File: config.mk
export PLATFORM = sky130hd
export DESIGN_NAME = dma_axi_top
export DESIGN_NICKNAME = d
export VERILOG_FILES = /design/src/dma_axi_pkg.sv /design/src/dma_axi_top.sv /design/src/axi_read_beats.sv /design/src/axi_write_beats.sv /design/src/axi_burst_ctrl.sv /design/src/dma_pkt_queue.sv
export VERILOG_INCLUDE_DIRS = /design/src
export SDC_FILE = /design/constraint.sdc
export NUM_CORES = 1
export LEC_CHECK = 0
export BUFFER_PORTS_ARGS = -buffer_cell sky130_fd_sc_hd__buf_2
export CAP_MARGIN = 5
export CORE_AREA = 3 3 146 148
export CTS_CLUSTER_DIAMETER = 60
export DETAILED_ROUTE_END_ITERATION = 16
export DIE_AREA = 0 0 149 151
export GPL_ROUTABILITY_DRIVEN = 0
export PLACE_DENSITY_LB_ADDON = 0.15
export SYNTH_ARGS = -nofsm -noshare
export SYNTH_HDL_FRONTEND = slang
export SYNTH_SLANG_ARGS = --single-unit
File: constraint.sdc
create_clock -name clk_i -period 4.84 [get_ports clk_i]
set_input_delay 0.242 -clock clk_i [delete_from_list [all_inputs] [get_ports clk_i]]
set_output_delay 0.242 -clock clk_i [all_outputs]
set_load 0.03 [all_outputs]
File: src/dma_axi_cfg.svh
// DMA to AXI bridge sizes
`ifndef DMA_AXI_CFG_SVH
`define DMA_AXI_CFG_SVH

// Byte address carried on DMA and AXI
`define DA_ADDR_W 28

// DRAM address fields, lowest to highest
`define DA_OFFSET_W 6
`define DA_BANK_W 3
`define DA_ROW_W 19

// Beat shape
`define DA_DATA_W 64
`define DA_STRB_W 8

// One 64-byte block per burst, one mask bit per beat
`define DA_BEATS 8

// Packets held ahead of the open burst
`define DA_QUEUE_DEPTH 2

`endif
File: src/dma_axi_pkg.sv
// DMA to AXI bridge types
`include "dma_axi_cfg.svh"

package dma_axi_pkg;

   // Flat byte address, or the DRAM row/bank/offset view of it
   typedef union packed
   {
      logic [`DA_ADDR_W-1:0] flat;
      struct packed
      {
         logic [`DA_ROW_W-1:0]    row;
         logic [`DA_BANK_W-1:0]   bank;
         logic [`DA_OFFSET_W-1:0] offset;
      } field;
   } dram_addr_u;

endpackage

File: src/dma_axi_top.sv
// Cache DMA to AXI4 bridge
`timescale 1ns/1ps
`include "dma_axi_cfg.svh"

module dma_axi_top
(
   input  logic                    clk_i,
   input  logic                    rst_n_i,

   input  logic                    dma_pkt_v_i,
   input  logic                    dma_pkt_write_not_read_i,
   input  dma_axi_pkg::dram_addr_u dma_pkt_addr_i,
   input  logic [`DA_BEATS-1:0]    dma_pkt_mask_i,
   output logic                    dma_pkt_ready_o,

   input  logic                    dma_wdata_v_i,
   input  logic [`DA_DATA_W-1:0]   dma_wdata_i,
   output logic                    dma_wdata_ready_o,

   output logic                    dma_rdata_v_o,
   output logic [`DA_DATA_W-1:0]   dma_rdata_o,
   input  logic                    dma_rdata_ready_i,

   output logic                    err_o,

   output logic [`DA_ADDR_W-1:0]   m_axi_awaddr_o,
   output logic                    m_axi_awvalid_o,
   input  logic                    m_axi_awready_i,

   output logic [`DA_DATA_W-1:0]   m_axi_wdata_o,
   output logic [`DA_STRB_W-1:0]   m_axi_wstrb_o,
   output logic                    m_axi_wlast_o,
   output logic                    m_axi_wvalid_o,
   input  logic                    m_axi_wready_i,

   input  logic [1:0]              m_axi_bresp_i,
   input  logic                    m_axi_bvalid_i,
   output logic                    m_axi_bready_o,

   output logic [`DA_ADDR_W-1:0]   m_axi_araddr_o,
   output logic                    m_axi_arvalid_o,
   input  logic                    m_axi_arready_i,

   input  logic [`DA_DATA_W-1:0]   m_axi_rdata_i,
   input  logic [1:0]              m_axi_rresp_i,
   input  logic                    m_axi_rlast_i,
   input  logic                    m_axi_rvalid_i,
   output logic                    m_axi_rready_o
);
   import dma_axi_pkg::*;

   logic                 q_v;
   logic                 q_write_not_read;
   dram_addr_u           q_addr;
   logic [`DA_BEATS-1:0] q_mask;
   logic                 q_pop;
   logic                 wr_start;
   logic [`DA_BEATS-1:0] wr_mask;
   logic                 wr_done;
   logic                 wr_err;
   logic                 rd_start;
   logic                 rd_done;
   logic                 rd_err;

   dma_pkt_queue dma_pkt_queue_inst
   (
      .clk_i                 (clk_i),
      .rst_n_i               (rst_n_i),
      .pkt_v_i               (dma_pkt_v_i),
      .pkt_write_not_read_i  (dma_pkt_write_not_read_i),
      .pkt_mask_i            (dma_pkt_mask_i),
      .pkt_addr_i            (dma_pkt_addr_i),
      .pkt_ready_o           (dma_pkt_ready_o),
      .head_v_o              (q_v),
      .head_write_not_read_o (q_write_not_read),
      .head_mask_o           (q_mask),
      .head_addr_o           (q_addr),
      .pop_i                 (q_pop)
   );

   // AW and AR ports share names with the top
   axi_burst_ctrl axi_burst_ctrl_inst
   (
      .head_v_i              (q_v),
      .head_write_not_read_i (q_write_not_read),
      .head_mask_i           (q_mask),
      .head_addr_i           (q_addr),
      .pop_o                 (q_pop),
      .wr_start_o            (wr_start),
      .wr_mask_o             (wr_mask),
      .wr_done_i             (wr_done),
      .rd_start_o            (rd_start),
      .rd_done_i             (rd_done),
      .*
   );

   axi_write_beats axi_write_beats_inst
   (
      .start_i (wr_start),
      .mask_i  (wr_mask),
      .done_o  (wr_done),
      .err_o   (wr_err),
      .*
   );

   axi_read_beats axi_read_beats_inst
   (
      .start_i (rd_start),
      .done_o  (rd_done),
      .err_o   (rd_err),
      .*
   );

   assign err_o = wr_err | rd_err;

endmodule

File: src/axi_read_beats.sv
// AXI read beat engine
`timescale 1ns/1ps
`include "dma_axi_cfg.svh"

module axi_read_beats
(
   input  logic                  clk_i,
   input  logic                  rst_n_i,
   input  logic                  start_i,
   input  logic [`DA_DATA_W-1:0] m_axi_rdata_i,
   input  logic [1:0]            m_axi_rresp_i,
   input  logic                  m_axi_rlast_i,
   input  logic                  m_axi_rvalid_i,
   output logic                  m_axi_rready_o,
   output logic [`DA_DATA_W-1:0] dma_rdata_o,
   output logic                  dma_rdata_v_o,
   input  logic                  dma_rdata_ready_i,
   output logic                  done_o,
   output logic                  err_o
);
   logic active;
   logic r_fire;

   // R channel only open during a read burst
   assign m_axi_rready_o = active & dma_rdata_ready_i;
   assign dma_rdata_v_o  = active & m_axi_rvalid_i;
   assign dma_rdata_o    = m_axi_rdata_i;
   assign r_fire         = dma_rdata_v_o & dma_rdata_ready_i;
   assign done_o         = r_fire & m_axi_rlast_i;

   always_ff @(posedge clk_i or negedge rst_n_i)
   begin
      if (!rst_n_i)
      begin
         active <= 1'b0;
         err_o  <= 1'b0;
      end
      else
      begin
         if (start_i)
            active <= 1'b1;
         else if (done_o)
            active <= 1'b0;
         // Any bad beat flags the whole run
         if (r_fire && (m_axi_rresp_i != 2'b00))
            err_o <= 1'b1;
      end
   end

endmodule

File: src/axi_write_beats.sv
// AXI write beat engine
`timescale 1ns/1ps
`include "dma_axi_cfg.svh"

module axi_write_beats
(
   input  logic                  clk_i,
   input  logic                  rst_n_i,
   input  logic                  start_i,
   input  logic [`DA_BEATS-1:0]  mask_i,
   input  logic                  dma_wdata_v_i,
   input  logic [`DA_DATA_W-1:0] dma_wdata_i,
   output logic                  dma_wdata_ready_o,
   output logic [`DA_DATA_W-1:0] m_axi_wdata_o,
   output logic [`DA_STRB_W-1:0] m_axi_wstrb_o,
   output logic                  m_axi_wvalid_o,
   output logic                  m_axi_wlast_o,
   input  logic                  m_axi_wready_i,
   input  logic [1:0]            m_axi_bresp_i,
   input  logic                  m_axi_bvalid_i,
   output logic                  m_axi_bready_o,
   output logic                  done_o,
   output logic                  err_o
);
   localparam int CNT_W = $clog2(`DA_BEATS);

   logic                 sending;
   logic                 wait_b;
   logic [CNT_W-1:0]     beat_cnt;
   logic [`DA_BEATS-1:0] mask_r;
   logic                 last_beat;
   logic                 w_fire;
   logic                 b_fire;

   assign last_beat = (beat_cnt == CNT_W'(`DA_BEATS - 1));

   // Cache data goes straight onto W while beats are open
   assign dma_wdata_ready_o = sending & m_axi_wready_i;
   assign m_axi_wvalid_o    = sending & dma_wdata_v_i;
   assign m_axi_wdata_o     = dma_wdata_i;
   assign m_axi_wstrb_o     = {`DA_STRB_W{mask_r[beat_cnt]}};
   assign m_axi_wlast_o     = m_axi_wvalid_o & last_beat;
   assign w_fire            = m_axi_wvalid_o & m_axi_wready_i;

   assign m_axi_bready_o = wait_b;
   assign b_fire         = m_axi_bvalid_i & wait_b;
   assign done_o         = b_fire;

   always_ff @(posedge clk_i or negedge rst_n_i)
   begin
      if (!rst_n_i)
      begin
         sending  <= 1'b0;
         wait_b   <= 1'b0;
         beat_cnt <= '0;
         err_o    <= 1'b0;
      end
      else
      begin
         if (start_i)
         begin
            sending  <= 1'b1;
            beat_cnt <= '0;
         end
         else if (w_fire)
         begin
            beat_cnt <= beat_cnt + 1'b1;
            if (last_beat)
            begin
               sending <= 1'b0;
               wait_b  <= 1'b1;
            end
         end
         if (b_fire)
         begin
            wait_b <= 1'b0;
            // Sticky until reset
            if (m_axi_bresp_i != 2'b00)
               err_o <= 1'b1;
         end
      end
   end

   always_ff @(posedge clk_i)
   begin
      if (start_i)
         mask_r <= mask_i;
   end

endmodule

File: src/axi_burst_ctrl.sv
// AXI burst controller with DRAM address unhash
`timescale 1ns/1ps
`include "dma_axi_cfg.svh"

module axi_burst_ctrl
(
   input  logic                    clk_i,
   input  logic                    rst_n_i,
   input  logic                    head_v_i,
   input  logic                    head_write_not_read_i,
   input  logic [`DA_BEATS-1:0]    head_mask_i,
   input  dma_axi_pkg::dram_addr_u head_addr_i,
   output logic                    pop_o,
   output logic [`DA_ADDR_W-1:0]   m_axi_awaddr_o,
   output logic                    m_axi_awvalid_o,
   input  logic                    m_axi_awready_i,
   output logic [`DA_ADDR_W-1:0]   m_axi_araddr_o,
   output logic                    m_axi_arvalid_o,
   input  logic                    m_axi_arready_i,
   output logic                    wr_start_o,
   output logic [`DA_BEATS-1:0]    wr_mask_o,
   input  logic                    wr_done_i,
   output logic                    rd_start_o,
   input  logic                    rd_done_i
);
   import dma_axi_pkg::*;

   localparam logic [1:0] ST_IDLE    = 2'd0;
   localparam logic [1:0] ST_ADDR    = 2'd1;
   localparam logic [1:0] ST_WR_WAIT = 2'd2;
   localparam logic [1:0] ST_RD_WAIT = 2'd3;

   logic [1:0]           state;
   dram_addr_u           addr_unhash;
   dram_addr_u           addr_r;
   logic                 wnr_r;
   logic [`DA_BEATS-1:0] mask_r;
   logic                 aw_fire;
   logic                 ar_fire;

   // Bank taken back from the low row bits, block aligned
   always_comb
   begin
      addr_unhash              = head_addr_i;
      addr_unhash.field.bank   = head_addr_i.field.bank
                                 ^ head_addr_i.field.row[`DA_BANK_W-1:0];
      addr_unhash.field.offset = '0;
   end

   assign pop_o = (state == ST_IDLE) & head_v_i;

   assign m_axi_awvalid_o = (state == ST_ADDR) & wnr_r;
   assign m_axi_arvalid_o = (state == ST_ADDR) & ~wnr_r;
   assign m_axi_awaddr_o  = addr_r.flat;
   assign m_axi_araddr_o  = addr_r.flat;
   assign aw_fire         = m_axi_awvalid_o & m_axi_awready_i;
   assign ar_fire         = m_axi_arvalid_o & m_axi_arready_i;
   assign wr_mask_o       = mask_r;

   always_ff @(posedge clk_i or negedge rst_n_i)
   begin
      if (!rst_n_i)
      begin
         state      <= ST_IDLE;
         wr_start_o <= 1'b0;
         rd_start_o <= 1'b0;
      end
      else
      begin
         // Engines start the cycle after the address transfer
         wr_start_o <= aw_fire;
         rd_start_o <= ar_fire;
         case (state)
            ST_IDLE:
               if (head_v_i)
                  state <= ST_ADDR;
            ST_ADDR:
               if (aw_fire)
                  state <= ST_WR_WAIT;
               else if (ar_fire)
                  state <= ST_RD_WAIT;
            ST_WR_WAIT:
               if (wr_done_i)
                  state <= ST_IDLE;
            default:
               if (rd_done_i)
                  state <= ST_IDLE;
         endcase
      end
   end

   always_ff @(posedge clk_i)
   begin
      if (pop_o)
      begin
         addr_r <= addr_unhash;
         wnr_r  <= head_write_not_read_i;
         mask_r <= head_mask_i;
      end
   end

endmodule

File: src/dma_pkt_queue.sv
// DMA packet queue
`timescale 1ns/1ps
`include "dma_axi_cfg.svh"

module dma_pkt_queue
(
   input  logic                    clk_i,
   input  logic                    rst_n_i,
   input  logic                    pkt_v_i,
   input  logic                    pkt_write_not_read_i,
   input  logic [`DA_BEATS-1:0]    pkt_mask_i,
   input  dma_axi_pkg::dram_addr_u pkt_addr_i,
   output logic                    pkt_ready_o,
   output logic                    head_v_o,
   output logic                    head_write_not_read_o,
   output logic [`DA_BEATS-1:0]    head_mask_o,
   output dma_axi_pkg::dram_addr_u head_addr_o,
   input  logic                    pop_i
);
   import dma_axi_pkg::*;

   localparam int PTR_W = $clog2(`DA_QUEUE_DEPTH);
   localparam int CNT_W = $clog2(`DA_QUEUE_DEPTH + 1);

   logic                 wnr_mem  [`DA_QUEUE_DEPTH];
   logic [`DA_BEATS-1:0] mask_mem [`DA_QUEUE_DEPTH];
   dram_addr_u           addr_mem [`DA_QUEUE_DEPTH];
   logic [PTR_W-1:0]     wr_ptr;
   logic [PTR_W-1:0]     rd_ptr;
   logic [CNT_W-1:0]     count;
   logic                 push;
   logic                 pop;

   assign pkt_ready_o = (count < CNT_W'(`DA_QUEUE_DEPTH));
   assign head_v_o    = (count != '0);
   assign push        = pkt_v_i & pkt_ready_o;
   assign pop         = pop_i & head_v_o;

   assign head_write_not_read_o = wnr_mem[rd_ptr];
   assign head_mask_o           = mask_mem[rd_ptr];
   assign head_addr_o           = addr_mem[rd_ptr];

   always_ff @(posedge clk_i or negedge rst_n_i)
   begin
      if (!rst_n_i)
      begin
         wr_ptr <= '0;
         rd_ptr <= '0;
         count  <= '0;
      end
      else
      begin
         if (push)
            wr_ptr <= (wr_ptr == PTR_W'(`DA_QUEUE_DEPTH - 1)) ? '0 : wr_ptr + 1'b1;
         if (pop)
            rd_ptr <= (rd_ptr == PTR_W'(`DA_QUEUE_DEPTH - 1)) ? '0 : rd_ptr + 1'b1;
         // Push with pop leaves the count alone
         case ({push, pop})
            2'b10:   count <= count + 1'b1;
            2'b01:   count <= count - 1'b1;
            default: count <= count;
         endcase
      end
   end

   always_ff @(posedge clk_i)
   begin
      if (push)
      begin
         wnr_mem[wr_ptr]  <= pkt_write_not_read_i;
         mask_mem[wr_ptr] <= pkt_mask_i;
         addr_mem[wr_ptr] <= pkt_addr_i;
      end
   end

endmodule

* Word level (Yosys, flattened, before mapping)
Memories as Yosys holds them, arrays and structs flattened. A register that Yosys moved wholly into a read port is not among the register bits. Index checks and enable logic that the tools add are counted.
Cells by class: order comparisons 2, bitwise operators 19, $add $sub $neg 5, reductions and logical operators 16, equality and inequality tests 9, multiplexer cells 24
Operators with widths (count):
- 2-bit nonzero test | 9
- 1-bit AND | 16
- 1-bit 2-to-1 mux | 14
- 2-bit 2-to-1 mux | 5
- 3-bit 2-to-1 mux | 2
- 2-bit case mux with 3 select lines | 1
- 2-bit by 1-bit equality test with 1-bit output, second input constant | 2
- 2-bit equality test, second input constant | 2
- 3-bit by 4-bit < comparator with 1-bit output, second input constant | 1
- 2-bit by 1-bit != test with 1-bit output, second input constant | 2
- 2-bit case mux with 2 select lines | 1
- 2-bit AND reduction | 2
- 4-bit AND reduction | 1
- 4-bit nonzero test | 1
- 3-bit by 1-bit adder with 3-bit output, second input constant | 1
- 1-bit binary-select mux with 3-bit select | 1
- 3-bit equality test, second input constant | 1
- 3-bit by 1-bit != test with 1-bit output, second input constant | 1
- 3-bit AND reduction | 1
- 3-bit bitwise XOR | 1
- 1-bit adder, second input constant | 2
- 2-bit by 1-bit adder with 2-bit output, second input constant | 1
- 2-bit logical NOT | 1
- 2-bit < comparator, second input constant | 1
- 5 further kinds | 5
Word-level totals: input bits 180, register bits after elaboration 46, logic and storage cells 92, bits in writable memories 74, output and inout port bits 202, memories kept 3
Memory list:
- dma_pkt_queue_inst.addr_mem | depth 2, bits a word 28, read ports 1, clocked after Yosys merged registers in 0, write ports 1, RTL line dma_pkt_queue.sv:27 | dram_addr_u addr_mem [`DA_QUEUE_DEPTH];
- dma_pkt_queue_inst.mask_mem | depth 2, bits a word 8, read ports 1, clocked after Yosys merged registers in 1, write ports 1, RTL line dma_pkt_queue.sv:26 | logic [`DA_BEATS-1:0] mask_mem [`DA_QUEUE_DEPTH];
- dma_pkt_queue_inst.wnr_mem | depth 2, bits a word 1, read ports 1, clocked after Yosys merged registers in 1, write ports 1, RTL line dma_pkt_queue.sv:25 | logic wnr_mem [`DA_QUEUE_DEPTH];

* Longest topological paths before layout
Gate-level depths: netlist of run 1.
depth in word-level cells 6, gate-level depth with buffers 7, mapped depth without buffers 7

* Cells and area by module
A second synthesis of run 1 with hierarchy kept.
Unflattened totals: cells, all modules 405, area total of the unflattened synthesis 6137.1 sq um
By module, submodules not included:
- dma_pkt_queue | cells an instance 132, sequential area each 2322.2 sq um, area an instance 2945.3 sq um, instances 1
- axi_burst_ctrl | cells an instance 92, sequential area each 1031.0 sq um, area an instance 1483.9 sq um, instances 1
- axi_write_beats | cells an instance 107, sequential area each 390.4 sq um, area an instance 1119.8 sq um, instances 1
- axi_read_beats | cells an instance 73, sequential area each 50.0 sq um, area an instance 581.8 sq um, instances 1
- dma_axi_top | cells an instance 1, sequential area each 0.0 sq um, area an instance 6.3 sq um, instances 1

* Worst setup path before layout of run 1
OpenSTA, ideal clock, no wires.
path type flip-flop to flip-flop, start point register dma_pkt_queue_inst.count[1], end point memory dma_pkt_queue_inst.addr_mem[0][10] in the netlist's numbering (enable), clock period less this slack 2.551 ns, cell stages (with the launch flop) 4, setup time 0.419 ns, arrival 2.131 ns, path slack 2.289 ns, cell sequence dfrtp_1 -> inv_1 -> nand2_1 -> nor2_1
Between the ends: word-level cells in the longest chain between the ends 4
Ends and longest elaborated chain:
- start: declaration | RTL line dma_pkt_queue.sv:30 | logic [CNT_W-1:0] count;
- start signal: assignment | RTL line dma_pkt_queue.sv:59 | 2'b10: count <= count + 1'b1;
- start signal: assignment | RTL line dma_pkt_queue.sv:60 | 2'b01: count <= count - 1'b1;
- start signal: assignment | RTL line dma_pkt_queue.sv:61 | default: count <= count;
- 2-bit < comparator | RTL line dma_pkt_queue.sv:34 | assign pkt_ready_o = (count < CNT_W'(`DA_QUEUE_DEPTH));
- via dma_pkt_ready_o | RTL line dma_axi_top.sv:14 | output logic dma_pkt_ready_o,
- 1-bit AND | RTL line dma_pkt_queue.sv:36 | assign push = pkt_v_i & pkt_ready_o;
- 1-bit 2-to-1 mux | RTL line dma_pkt_queue.sv:68 | if (push)
- 1-bit 2-to-1 mux (not written as such) | RTL line dma_pkt_queue.sv:72 | addr_mem[wr_ptr] <= pkt_addr_i;
- end: declaration | RTL line dma_pkt_queue.sv:27
The timed path passes the listed nets, and every way through them passes these cells.

* Worst setup path in the final report of run 1
start point register axi_burst_ctrl_inst.state[0], end point register dma_pkt_queue_inst.count[1]
Between the ends: word-level cells in the longest chain between the ends 5
Ends and longest elaborated chain:
- start: declaration | RTL line axi_burst_ctrl.sv:33 | logic [1:0] state;
- start signal: assignment | RTL line axi_burst_ctrl.sv:64 | state <= ST_IDLE;
- start signal: assignment | RTL line axi_burst_ctrl.sv:76 | state <= ST_ADDR;
- start signal: assignment | RTL line axi_burst_ctrl.sv:79 | state <= ST_WR_WAIT;
- 2-bit logical NOT * | RTL line axi_burst_ctrl.sv:50 | assign pop_o = (state == ST_IDLE) & head_v_i;
- 1-bit AND * | RTL line axi_burst_ctrl.sv:50
- via axi_burst_ctrl_inst.pop_o | RTL line axi_burst_ctrl.sv:13 | output logic pop_o,
- 1-bit AND * | RTL line dma_pkt_queue.sv:37 | assign pop = pop_i & head_v_o;
- 2-bit by 1-bit equality test with 1-bit output or 2-bit equality test (tied branches) | RTL line dma_pkt_queue.sv:58 | case ({push, pop})
- 2-bit case mux with 2 select lines or 2-bit nonzero test (tied branches)
The timed path passes the listed nets; every way through them passes the cells marked *. A chain may end at the register's enable or synchronous reset.

==> results of run 1 <==
-- cells in the final DEF, fill, tap and decap left out, types with 3 or more instances in the layout --
master and count:
clkinv_2 3, nor2_1 5, xnor2_1 7, dfrtp_1 15, mux2i_1 5, clkinvlp_4 6, buf_2 107, ha_1 7
inv_1 3, edfxtp_1 101, mux2_2 29, conb_1 12, clkbuf_16 17, nand3_1 3, dlygate4sd3_1 6, nand2b_1 4
and2_1 4, o211ai_1 3
-- state kept, by name, summed over array words and instances, names as in the netlist, 2 cells and up --
name	cells
axi_burst_ctrl_inst.m_axi_araddr_o	22
axi_burst_ctrl_inst.state	2
axi_burst_ctrl_inst.wr_mask_o	8
axi_write_beats_inst.beat_cnt	3
axi_write_beats_inst.mask_r	8
dma_pkt_queue_inst.addr_mem	44
dma_pkt_queue_inst.count	2
dma_pkt_queue_inst.mask_mem	16
dma_pkt_queue_inst.wnr_mem	2
-- area by class of cell --
| class | instances | area share (%) |
|---|---|---|
| clock inverters | 13 | 1.90 |
| multi-input cells | 109 | 16.1 |
| flip-flops and latches | 117 | 58.5 |
| repair buffers | 113 | 10.1 |
| clock buffers | 19 | 7.38 |
| well taps | 270 | 5.76 |
| inverters | 3 | 0.192 |
-- through the flow --
step           util (%)  instance area (um^2)
2_1_floorplan         -                  5670
3_3_place_gp       26.1                  5270
3_5_place_dp       26.1                  5270
4_1_cts            29.1                  5870
5_1_grt            29.1                  5870
6_report           29.1                  5870
-- logic make-up (layout without fill, tap and decap cells) --
logic type / after synthesis / count (layout) / synth area share [%]
adders and majority gates: 7 / 7 / 1.55
and+or+nand+nor: 29 / 29 / 3.02
other: 1 / 12 / 0.0666
xor gates and xnor gates: 9 / 9 / 1.40
muxes: 36 / 36 / 7.62
DFF: 117 / 117 / 61.0
buffers and inverters: 176 / 148 / 23.2
AOI/OAI and AO/OA: 16 / 16 / 2.22
-- routing by layer --
metal	up-vias	share of wire (%)
met5	-	0
li1	1132	-
met2	231	45
met4	0	3.6
met1	1196	30
met3	31	21
-- timing repair --
item | CTS | global route
setup endpoints to repair | 0 | 0
hold buffers | 6 | 0
hold endpoints to repair | 26 | 0
-- worst max path at each step --
stage,start,endpoint,slack [ps]
finish,axi_burst_ctrl_inst.state[0]$_DFFE_PN0P_,dma_pkt_queue_inst.count[1]$_DFFE_PN0P_,2500
floorplan,dma_pkt_queue_inst.count[1]$_DFFE_PN0P_,dma_pkt_queue_inst.addr_mem[0][10]$_DFFE_PP_,2290
CTS,axi_burst_ctrl_inst.state[0]$_DFFE_PN0P_,dma_pkt_queue_inst.count[1]$_DFFE_PN0P_,2420
global placement,axi_burst_ctrl_inst.state[0]$_DFFE_PN0P_,dma_pkt_queue_inst.count[1]$_DFFE_PN0P_,2440
detailed placement,axi_burst_ctrl_inst.state[0]$_DFFE_PN0P_,dma_pkt_queue_inst.count[1]$_DFFE_PN0P_,2440
global route,axi_burst_ctrl_inst.state[1]$_DFFE_PN0P_,dma_pkt_queue_inst.count[1]$_DFFE_PN0P_,2290
-- cells in the mapped netlist --
master / n / share of area, %
conb_1: 1 / 0.067
o211ai_1: 3 / 0.40
nor2_1: 6 / 0.40
a211o_1: 1 / 0.16
buf_2: 1 / 0.089
a32oi_1: 2 / 0.31
nor3_1: 1 / 0.089
nand4_2: 1 / 0.22
a21boi_0: 2 / 0.27
clkbuf_2: 1 / 0.089
xor2_1: 2 / 0.31
mux2_2: 29 / 5.8
mux4_1: 2 / 0.93
nor2b_1: 1 / 0.11
a21o_2: 1 / 0.16
and2_2: 2 / 0.27
and2_1: 4 / 0.44
o31ai_1: 1 / 0.13
and3_1: 3 / 0.33
nand2b_1: 4 / 0.44
o311a_1: 1 / 0.18
dfrtp_1: 16 / 7.1
mux2i_1: 5 / 0.89
nor3b_1: 2 / 0.27
ha_1: 7 / 1.6
o21ai_0: 2 / 0.18
nand2_1: 1 / 0.067
edfxtp_1: 101 / 54
inv_1: 3 / 0.20
or2_2: 1 / 0.11
a21bo_2: 1 / 0.18
xnor2_1: 7 / 1.1
buf_4: 171 / 23
a21o_1: 1 / 0.13
o21a_1: 1 / 0.13
nand3_1: 3 / 0.27
-- worst max-delay path, stage by stage (launching register included) --
cell,delay [ps]
dfrtp_1,410
inv_1,130
ha_1,280
o21a_2,780
ha_1,400
nor2_1,140
xnor2_1,130
-- report_power, final --
| part | leakage (nW) | internal [mW] | switching, mW |
|---|---|---|---|
| clock | 0.248 | 0.700 | 0.433 |
| combinational | 0.870 | 0.444 | 0.875 |
| sequential | 1.13 | 1.47 | 0.189 |
==> flow_summary.ini, run 1 <==
[outcome]
status = finished clean

[min_path]
hold_start = dma_pkt_addr_i[25]
worstHoldPathType = in -> reg
hold_depth = 1
hold_end = dma_pkt_queue_inst.addr_mem[1][25]$_DFFE_PP_

[worst_setup_path]
critPathMaxFanout = 33
cp-start-kind = flip-flop
worstReg2RegEnd = dma_pkt_queue_inst.count[1]$_DFFE_PN0P_
cp.required_ps = 5160
rr_worst_depth = 6
crit_path_end_kind = flip-flop
r2r_start = axi_burst_ctrl_inst.state[0]$_DFFE_PN0P_
cp_data_arrival_time_ps = 2660
path_class = reg -> reg
reg2reg_slack_ps = 2500

[sta]
max_freq_ghz = 0.427
hold_viol = 0
rsz0062_at_grt = false
fin_hold_ws_ps = 26.0
finalWorstSetupSlack_ps = 2500
tightest_slew_ps = 1020
slew_headroom_pct = 31.8
min_period_ps = 2340
slew_viol_final = 0
fin_crit_sh_pct = 48.4
tns_ps = 0
setup_viol = 0
finClkSkew_ps = 6.66

[route]
drtIter0Drc = 72
drt-vias-per-instance = 4.02
vias = 2590
first_pass_iters = 4
wirelength_mm = 16.7
postRouteAntennaNets = 0
wl_per_cell_um = 25.9
drc = 0

[clocking]
post-cts-setup-buffers = 0
cts-root-buf = clkbuf_16
cts_buffers = 17
clock_latency_ps = 400
tritoncts = yes
htree_levels = 4
numClockSinks = 117
cts_resized = 0
cts.clk_slew.worst_paths_ps = 50
cts_buffer_depth = 2

[synthesis]
netlist_area_um2 = 5630
synthDistinctLibCells = 36
postSynthCellCount = 391
yosysWarnings = 0
yosysSeqAreaShare_pct = 61.0
syn_avg_cell_area_um2 = 14.4
yosys_register_bits = 117

[global_routing]
grt_pass1_wl_mm = 21.6
grt.busiest_layer = met2
use_met1_pct = 12.7
grtUsageMet2_pct = 21.3
grt-ovfl-total = 0
met3_usage_pct = 14.8
grt_pass1_vias = 2782
antenna_found_initial = 0
grtUsageTotal_pct = 14.3
grt_max_degree = 34

[final_layout]
syn_to_final_growth_pct = 4.20
nets = 548
final-seq-area_um2 = 3430
instances_no_fill = 644
multi_input_area_um2 = 946
fill_cells = 2075
drive_gt1_share_pct = 46.8
n_antenna_cell = 0

[power_and_ir_drop]
leakage_nw = 2.24
vdd_drop_max_v = 0.000230
fin_total_pwr_mw = 4.11
power_density_nw_per_um2 = 701

[placed_design]
pre_cts_ws_ps = 2440
portBuffers = 107
dpl.hpwl_mm = 13.4
dp.cells = 606

[run]
cap_violations = 0

[floorplan]
coreArea_um2 = 20200
dieArea_um2 = 22500
initial_core_util_pct = 27.9
io_pins = 382
die_x_um = 149
fp-row-count = 52
die_h_um = 151
No activity file was read; power rests on OpenSTA's default activity.
==> run 2, diff against run 1 <==
- ABC_AREA: default -> 1
- CORE_AREA: 3 3 146 148 -> 3 3 148 150
- DIE_AREA: 0 0 149 151 -> 0 0 151 153
- clock period: 4.84 -> 2.3 ns (I/O delays scaled with it)
==> flow_summary.ini, run 2 <==
[route]
wl_per_cell_um = 23.8
route.met3.wl_mm = 4.64
first_pass_iters = 4
highest_layer = met5
wirelength_mm = 18.5
drc = 0
vias = 3091
drtIter0Drc = 114
drt-vias-per-instance = 3.98
met1Wirelength_mm = 4.91
wl_met2_mm = 8.23
postRouteAntennaNets = 0

[min_path]
hold_end = axi_burst_ctrl_inst.rd_start_o$_DFF_PN0_
hold_depth = 3
hold_start = m_axi_arready_i
worstHoldPathType = in -> reg

[sta]
hold_viol = 0
fin_crit_sh_pct = 79.2
tns_ps = 0
finClkSkew_ps = 3.93
tightest_slew_ps = 642
rsz0062_at_grt = false
min_period_ps = 1820
slew_viol_final = 0
max_freq_ghz = 0.549
setup_viol = 0
slew_headroom_pct = 57.1

[synthesis]
yosysSeqAreaShare_pct = 60.3
synthFlopType = edfxtp_1
netlist_area_um2 = 5690
netlist.area_leader.share_pct = 53.3
yosysWarnings = 0
synth_area_leader_cell = edfxtp_1
synthDistinctLibCells = 23
postSynthCellCount = 485
synth_edf_count = 101
yosys-top-cells-area = edfxtp_1, buf_4, dfrtp_1
yosys_register_bits = 117
ys_async_sr_fraction_pct = 13.7
syn_avg_cell_area_um2 = 11.7
synth_most_common_cell = buf_4
synth_common_cells = buf_4, nand2_1, edfxtp_1

[worst_setup_path]
path_cells = inv_1 > nor2_1 > o21ai_0 > nand2_1 > nand2_1 > buf_2
reg2reg_slack_ps = 520
critPathTopFamily = flip-flops
path_class = reg -> out
worstReg2RegEnd = dma_pkt_queue_inst.count[1]$_DFFE_PN0P_
crit_path_max_incr_delay_ps = 440
critPathBufInv = 2
r2r_start = axi_burst_ctrl_inst.state[0]$_DFFE_PN0P_
cp-start-kind = flip-flop
critPathMaxFanout = 8
path_common_cell = nand2_1
cp_data_arrival_time_ps = 1710
crit_path_top_delay_cell = dfrtp_1
crit_path_end_kind = output port
rr_worst_depth = 8
cp.required_ps = 2180

[floorplan]
coreArea_um2 = 20800
initial_core_util_pct = 27.3
dieArea_um2 = 23100
io_pins = 382
die_x_um = 151
die_h_um = 153
fp-row-count = 53

[power_and_ir_drop]
p_clk_share_pct = 24.2
vdd_drop_max_v = 0.000546
power_frac_seq_pct = 38.6
comb_power_share_pct = 37.1
p_int_mw = 5.40
sw_frac_of_total_pct = 39.8
switchingPower_mw = 3.57
fin_total_pwr_mw = 8.96
power_density_nw_per_um2 = 1450
leakage_nw = 2.63

[final_layout]
nets = 676
final_common_cell = buf_2
drive_gt1_share_pct = 27.9
layout_common_cells = buf_2, nand2_1, edfxtp_1
fill_cells = 2170
syn_to_final_growth_pct = 8.82
n_antenna_cell = 0
fin_area_um2 = 6190
largest_reg_flops = 44
top_register = dma_pkt_queue_inst.addr_mem
instances_no_fill = 776

[clocking]
numClockSinks = 117
cts_buffers = 17
cts-root-buf = clkbuf_16
cts_resized = 0
clock_latency_ps = 400
htree_levels = 4
cts_buffer_depth = 2
post-cts-setup-buffers = 0
tritoncts = yes
cts.clk_slew.worst_paths_ps = 50

[global_routing]
grt_pass1_wl_mm = 24.2
grtUsageTotal_pct = 15.5
grt_max_degree = 32
grt-ovfl-total = 0
grt_pass1_vias = 3123
antenna_found_initial = 0

[outcome]
status = finished clean

[placed_design]
dpl.hpwl_mm = 15.0
postPlaceCellArea_um2 = 5330
portBuffers = 107
dp.cells = 707

[run]
cap_violations = 0
run 2: repair_timing:
| action | 4_1_cts | 5_1_grt |
|---|---|---|
| endpoints found under the setup margin | 0 | 0 |
| hold buffers | 38 | 0 |
| hold endpoints to repair | 82 | 0 |
run 2: worst reg2reg max path, stage by stage, from the launching register on:
cell and delay [ps]:
dfrtp_1 390, inv_1 80, ha_1 240, o21ai_0 140
inv_1 100, ha_1 320, a21oi_1 120, o21ai_0 110
xor2_1 160
run 2: per-layer routing:
layer	GRT usage [%]	up-vias
li1	-	1410
met1	12.2	1395
met2	23.3	257
met3	18.2	27
met4	5.92	2
met5	2.83	-
run 2: how the worst max path moves through the flow:
stage	from	to	slack, ps	cells after the start
3_5_place_dp	axi_burst_ctrl_inst.state[1]$_DFFE_PN0P_	axi_burst_ctrl_inst.m_axi_araddr_o[19]$_DFFE_PP_	500	5
2_1_floorplan	dma_pkt_queue_inst.count[1]$_DFFE_PN0P_	dma_pkt_queue_inst.addr_mem[0][10]$_DFFE_PP_	-250	3
4_1_cts	axi_write_beats_inst.beat_cnt[0]$_DFFE_PN0P_	m_axi_wstrb_o[7]	410	6
3_3_place_gp	axi_burst_ctrl_inst.state[1]$_DFFE_PN0P_	axi_burst_ctrl_inst.m_axi_araddr_o[19]$_DFFE_PP_	550	5
5_1_grt	axi_write_beats_inst.beat_cnt[0]$_DFFE_PN0P_	m_axi_wstrb_o[5]	250	6
6_report	axi_write_beats_inst.beat_cnt[0]$_DFFE_PN0P_	m_axi_wstrb_o[5]	480	6
run 2: power by group through the flow:
stage               clock, mW  combinational, mW  sequential (mW)
global route             2.37               3.64             3.55
detailed placement          0               3.37             3.50
CTS                      2.26               3.42             3.48
global placement            0               3.35             3.49
floorplan                   0               2.82             3.86
finish                   2.17               3.33             3.46
run 2: cell families after synthesis:
group,share of synthesized area (%)
compound gates,1.63
xor+xnor,1.08
flops,60.3
buf+inv,25.0
mux,0.704
other cells,0.0659
fa+ha+maj,1.54
simple gates,9.61
run 2: metrics by stage:
stage                     hold slack [ps]  utilization (%)  setup slack [ps]
after global placement               85.4             25.6               548
after global routing                 49.6             29.7               246
after CTS                            34.3             29.7               411
after detailed placement             89.8             25.6               501
final                                41.9             29.7               477
after floorplan                      -181                -              -250
run 2: cell type report:
cell class	count	area (um^2)	share of cell area (%)
Timing Repair Buffer	150	953	15.4
Sequential cell	117	3430	55.5
Clock inverter	7	33.8	0.546
Inverter	23	86.3	1.39
Tap cell	275	344	5.56
Multi-Input combinational cell	180	888	14.3
Clock buffer	24	452	7.30
==> run 3, diff against run 2 <==
- ABC_AREA: 1 -> 0
- CORE_AREA: 3 3 148 150 -> 3 3 147 149
- DIE_AREA: 0 0 151 153 -> 0 0 150 152
- clock period: 2.3 -> 1.8 ns (I/O delays scaled with it)
==> flow_summary.ini, run 3 (synthesis results as in run 1) <==
[outcome]
status = complete, but fails checks
violations = negative setup slack

[power_and_ir_drop]
leakage_nw = 2.50
vdd_drop_max_v = 0.000875
power_density_nw_per_um2 = 1840

[sta]
finalWorstSetupSlack_ps = -99.5
tns_ps = -793
hold_viol = 0
finClkSkew_ps = 5.15
fin_crit_sh_pct = 106
slew_viol_final = 0
setup_viol = 8
tightest_slew_ps = 496
min_period_ps = 1900
rsz0062_at_grt = true
slew_headroom_pct = 66.6
max_freq_ghz = 0.526

[route]
wirelength_mm = 18.1
first_pass_iters = 4
wl_met2_mm = 8.43
postRouteAntennaNets = 0
vias = 2780
drtIter0Drc = 83
highest_layer = met5
wl_per_cell_um = 26.2
met1Wirelength_mm = 4.72
route.met3.wl_mm = 4.34
drc = 0
drt-vias-per-instance = 4.03

[global_routing]
grt-ovfl-total = 0
grt_pass1_vias = 2944
grtUsageTotal_pct = 15.3
antenna_found_initial = 0
grt_pass1_wl_mm = 23.8
grt_max_degree = 26

[worst_setup_path]
cp_data_arrival_time_ps = 1810
critPathTopFamily = multiplexers
crit_path_top_delay_cell = mux4_2
cp-start-kind = flip-flop
critPathBufInv = 1
path_class = reg -> out
cp.required_ps = 1710
path_cells = mux4_2 > mux2_4 > buf_6
critPathMaxFanout = 8
crit_path_end_kind = output port
crit_path_max_incr_delay_ps = 490

[final_layout]
drive_gt1_share_pct = 46.1
final_common_cell = edfxtp_1
largest_reg_flops = 44
layout_common_cells = edfxtp_1, buf_2, dlygate4sd3_1
nets = 593
syn_to_final_growth_pct = 14.9
n_antenna_cell = 0
top_register = dma_pkt_queue_inst.addr_mem

[clocking]
htree_levels = 4
cts_buffer_depth = 2
numClockSinks = 117
tritoncts = yes
cts.clk_slew.worst_paths_ps = 50
cts_buffers = 17
cts-root-buf = clkbuf_16
clock_latency_ps = 400

[run]
cap_violations = 0

[floorplan]
initial_core_util_pct = 27.7
die_h_um = 152
die_x_um = 150
io_pins = 382
fp-row-count = 52
dieArea_um2 = 22800
coreArea_um2 = 20300

[placed_design]
portBuffers = 107
pre_cts_ws_ps = 140
dpl.hpwl_mm = 14.9

[min_path]
worstHoldPathType = in -> reg
[run 3: cell count changes in the layout (fill, tap and decap cells not counted), moves of 4 or more]
cell      before  now
nor2_1        13    5
nand2b_1       0    4
buf_6          0   10
nand2_4        4    0
o21ai_0       12    2
clkbuf_1       7    0
inv_1         22    3
buf_2        107   98
clkinv_2       3    7
and2_1         0    4
nand2_1      105    1
mux2_2         0   28
[run 3: area by class of cell]
type                       instances  area [um^2]
multi-input combinational        109          978
timing repair buffer             158         1120
clock buffer                      17          425
fill                            2033        13800
sequential                       117         3440
tap                              270          338
inverter                           3         11.3
clock inverter                    15          163
[run 3: timing repair]
action | CTS | global route
endpoints found under the hold margin | 84 | 0
buffers inserted | 1 | 1
endpoints found under the setup margin | 8 | 9
hold buffers | 41 | 0
resized for setup | 21 | 7
[run 3: per-layer routing]
metal	track usage, %	vias up
li1	-	1223
met1	12.0	1293
met2	23.6	235
met3	17.1	27
met4	5.93	2
met5	1.96	-
[run 3: worst paths after layout]
check / startpoint / slack, ps / cells after the start / end
hold / removal: m_axi_wready_i / 50 / 3 / axi_write_beats_inst.m_axi_bready_o$_DFFE_PN0P_
setup / recovery: axi_write_beats_inst.beat_cnt[0]$_DFFE_PN0P_ / -100 / 3 / m_axi_wstrb_o[4]
max in group asynchronous: rst_n_i / 1310 / 2 / axi_write_beats_inst.beat_cnt[0]$_DFFE_PN0P_
setup reg to reg: axi_burst_ctrl_inst.state[0]$_DFFE_PN0P_ / 140 / 5 / axi_burst_ctrl_inst.state[0]$_DFFE_PN0P_
min in group asynchronous: rst_n_i / 160 / 2 / dma_pkt_queue_inst.wr_ptr$_DFFE_PN0P_
hold reg to reg: axi_burst_ctrl_inst.wr_mask_o[3]$_DFFE_PP_ / 420 / 0 / axi_write_beats_inst.mask_r[3]$_DFFE_PP_
[run 3: metrics by stage]
step | total power [mW] | area (um^2) | std cells | util, % | hold slack, ps
6_report | 11.9 | 6470 | 689 | 31.9 | 51.1
5_1_grt | 12.5 | 6470 | 689 | 31.9 | 72.5
4_1_cts | 12.0 | 6430 | 688 | 31.7 | 54.9
3_5_place_dp | 8.35 | 5370 | 614 | 26.4 | 60.5
3_3_place_gp | 8.32 | 5370 | 614 | 26.4 | 61.7
2_1_floorplan | 8.03 | 5690 | 402 | - | -206
[run 3: where the power goes]
| group | internal, mW | switching (mW) |
|---|---|---|
| Clock | 2.16 | 1.16 |
| Sequential | 3.95 | 0.445 |
| Combinational | 1.64 | 2.55 |
[run 3: worst register-to-register path, cell delays in order (launching register included)]
cell	delay, ps
dfrtp_1	390
inv_1	100
ha_1	280
nor3b_1	190
a211o_1	250
o311a_1	330
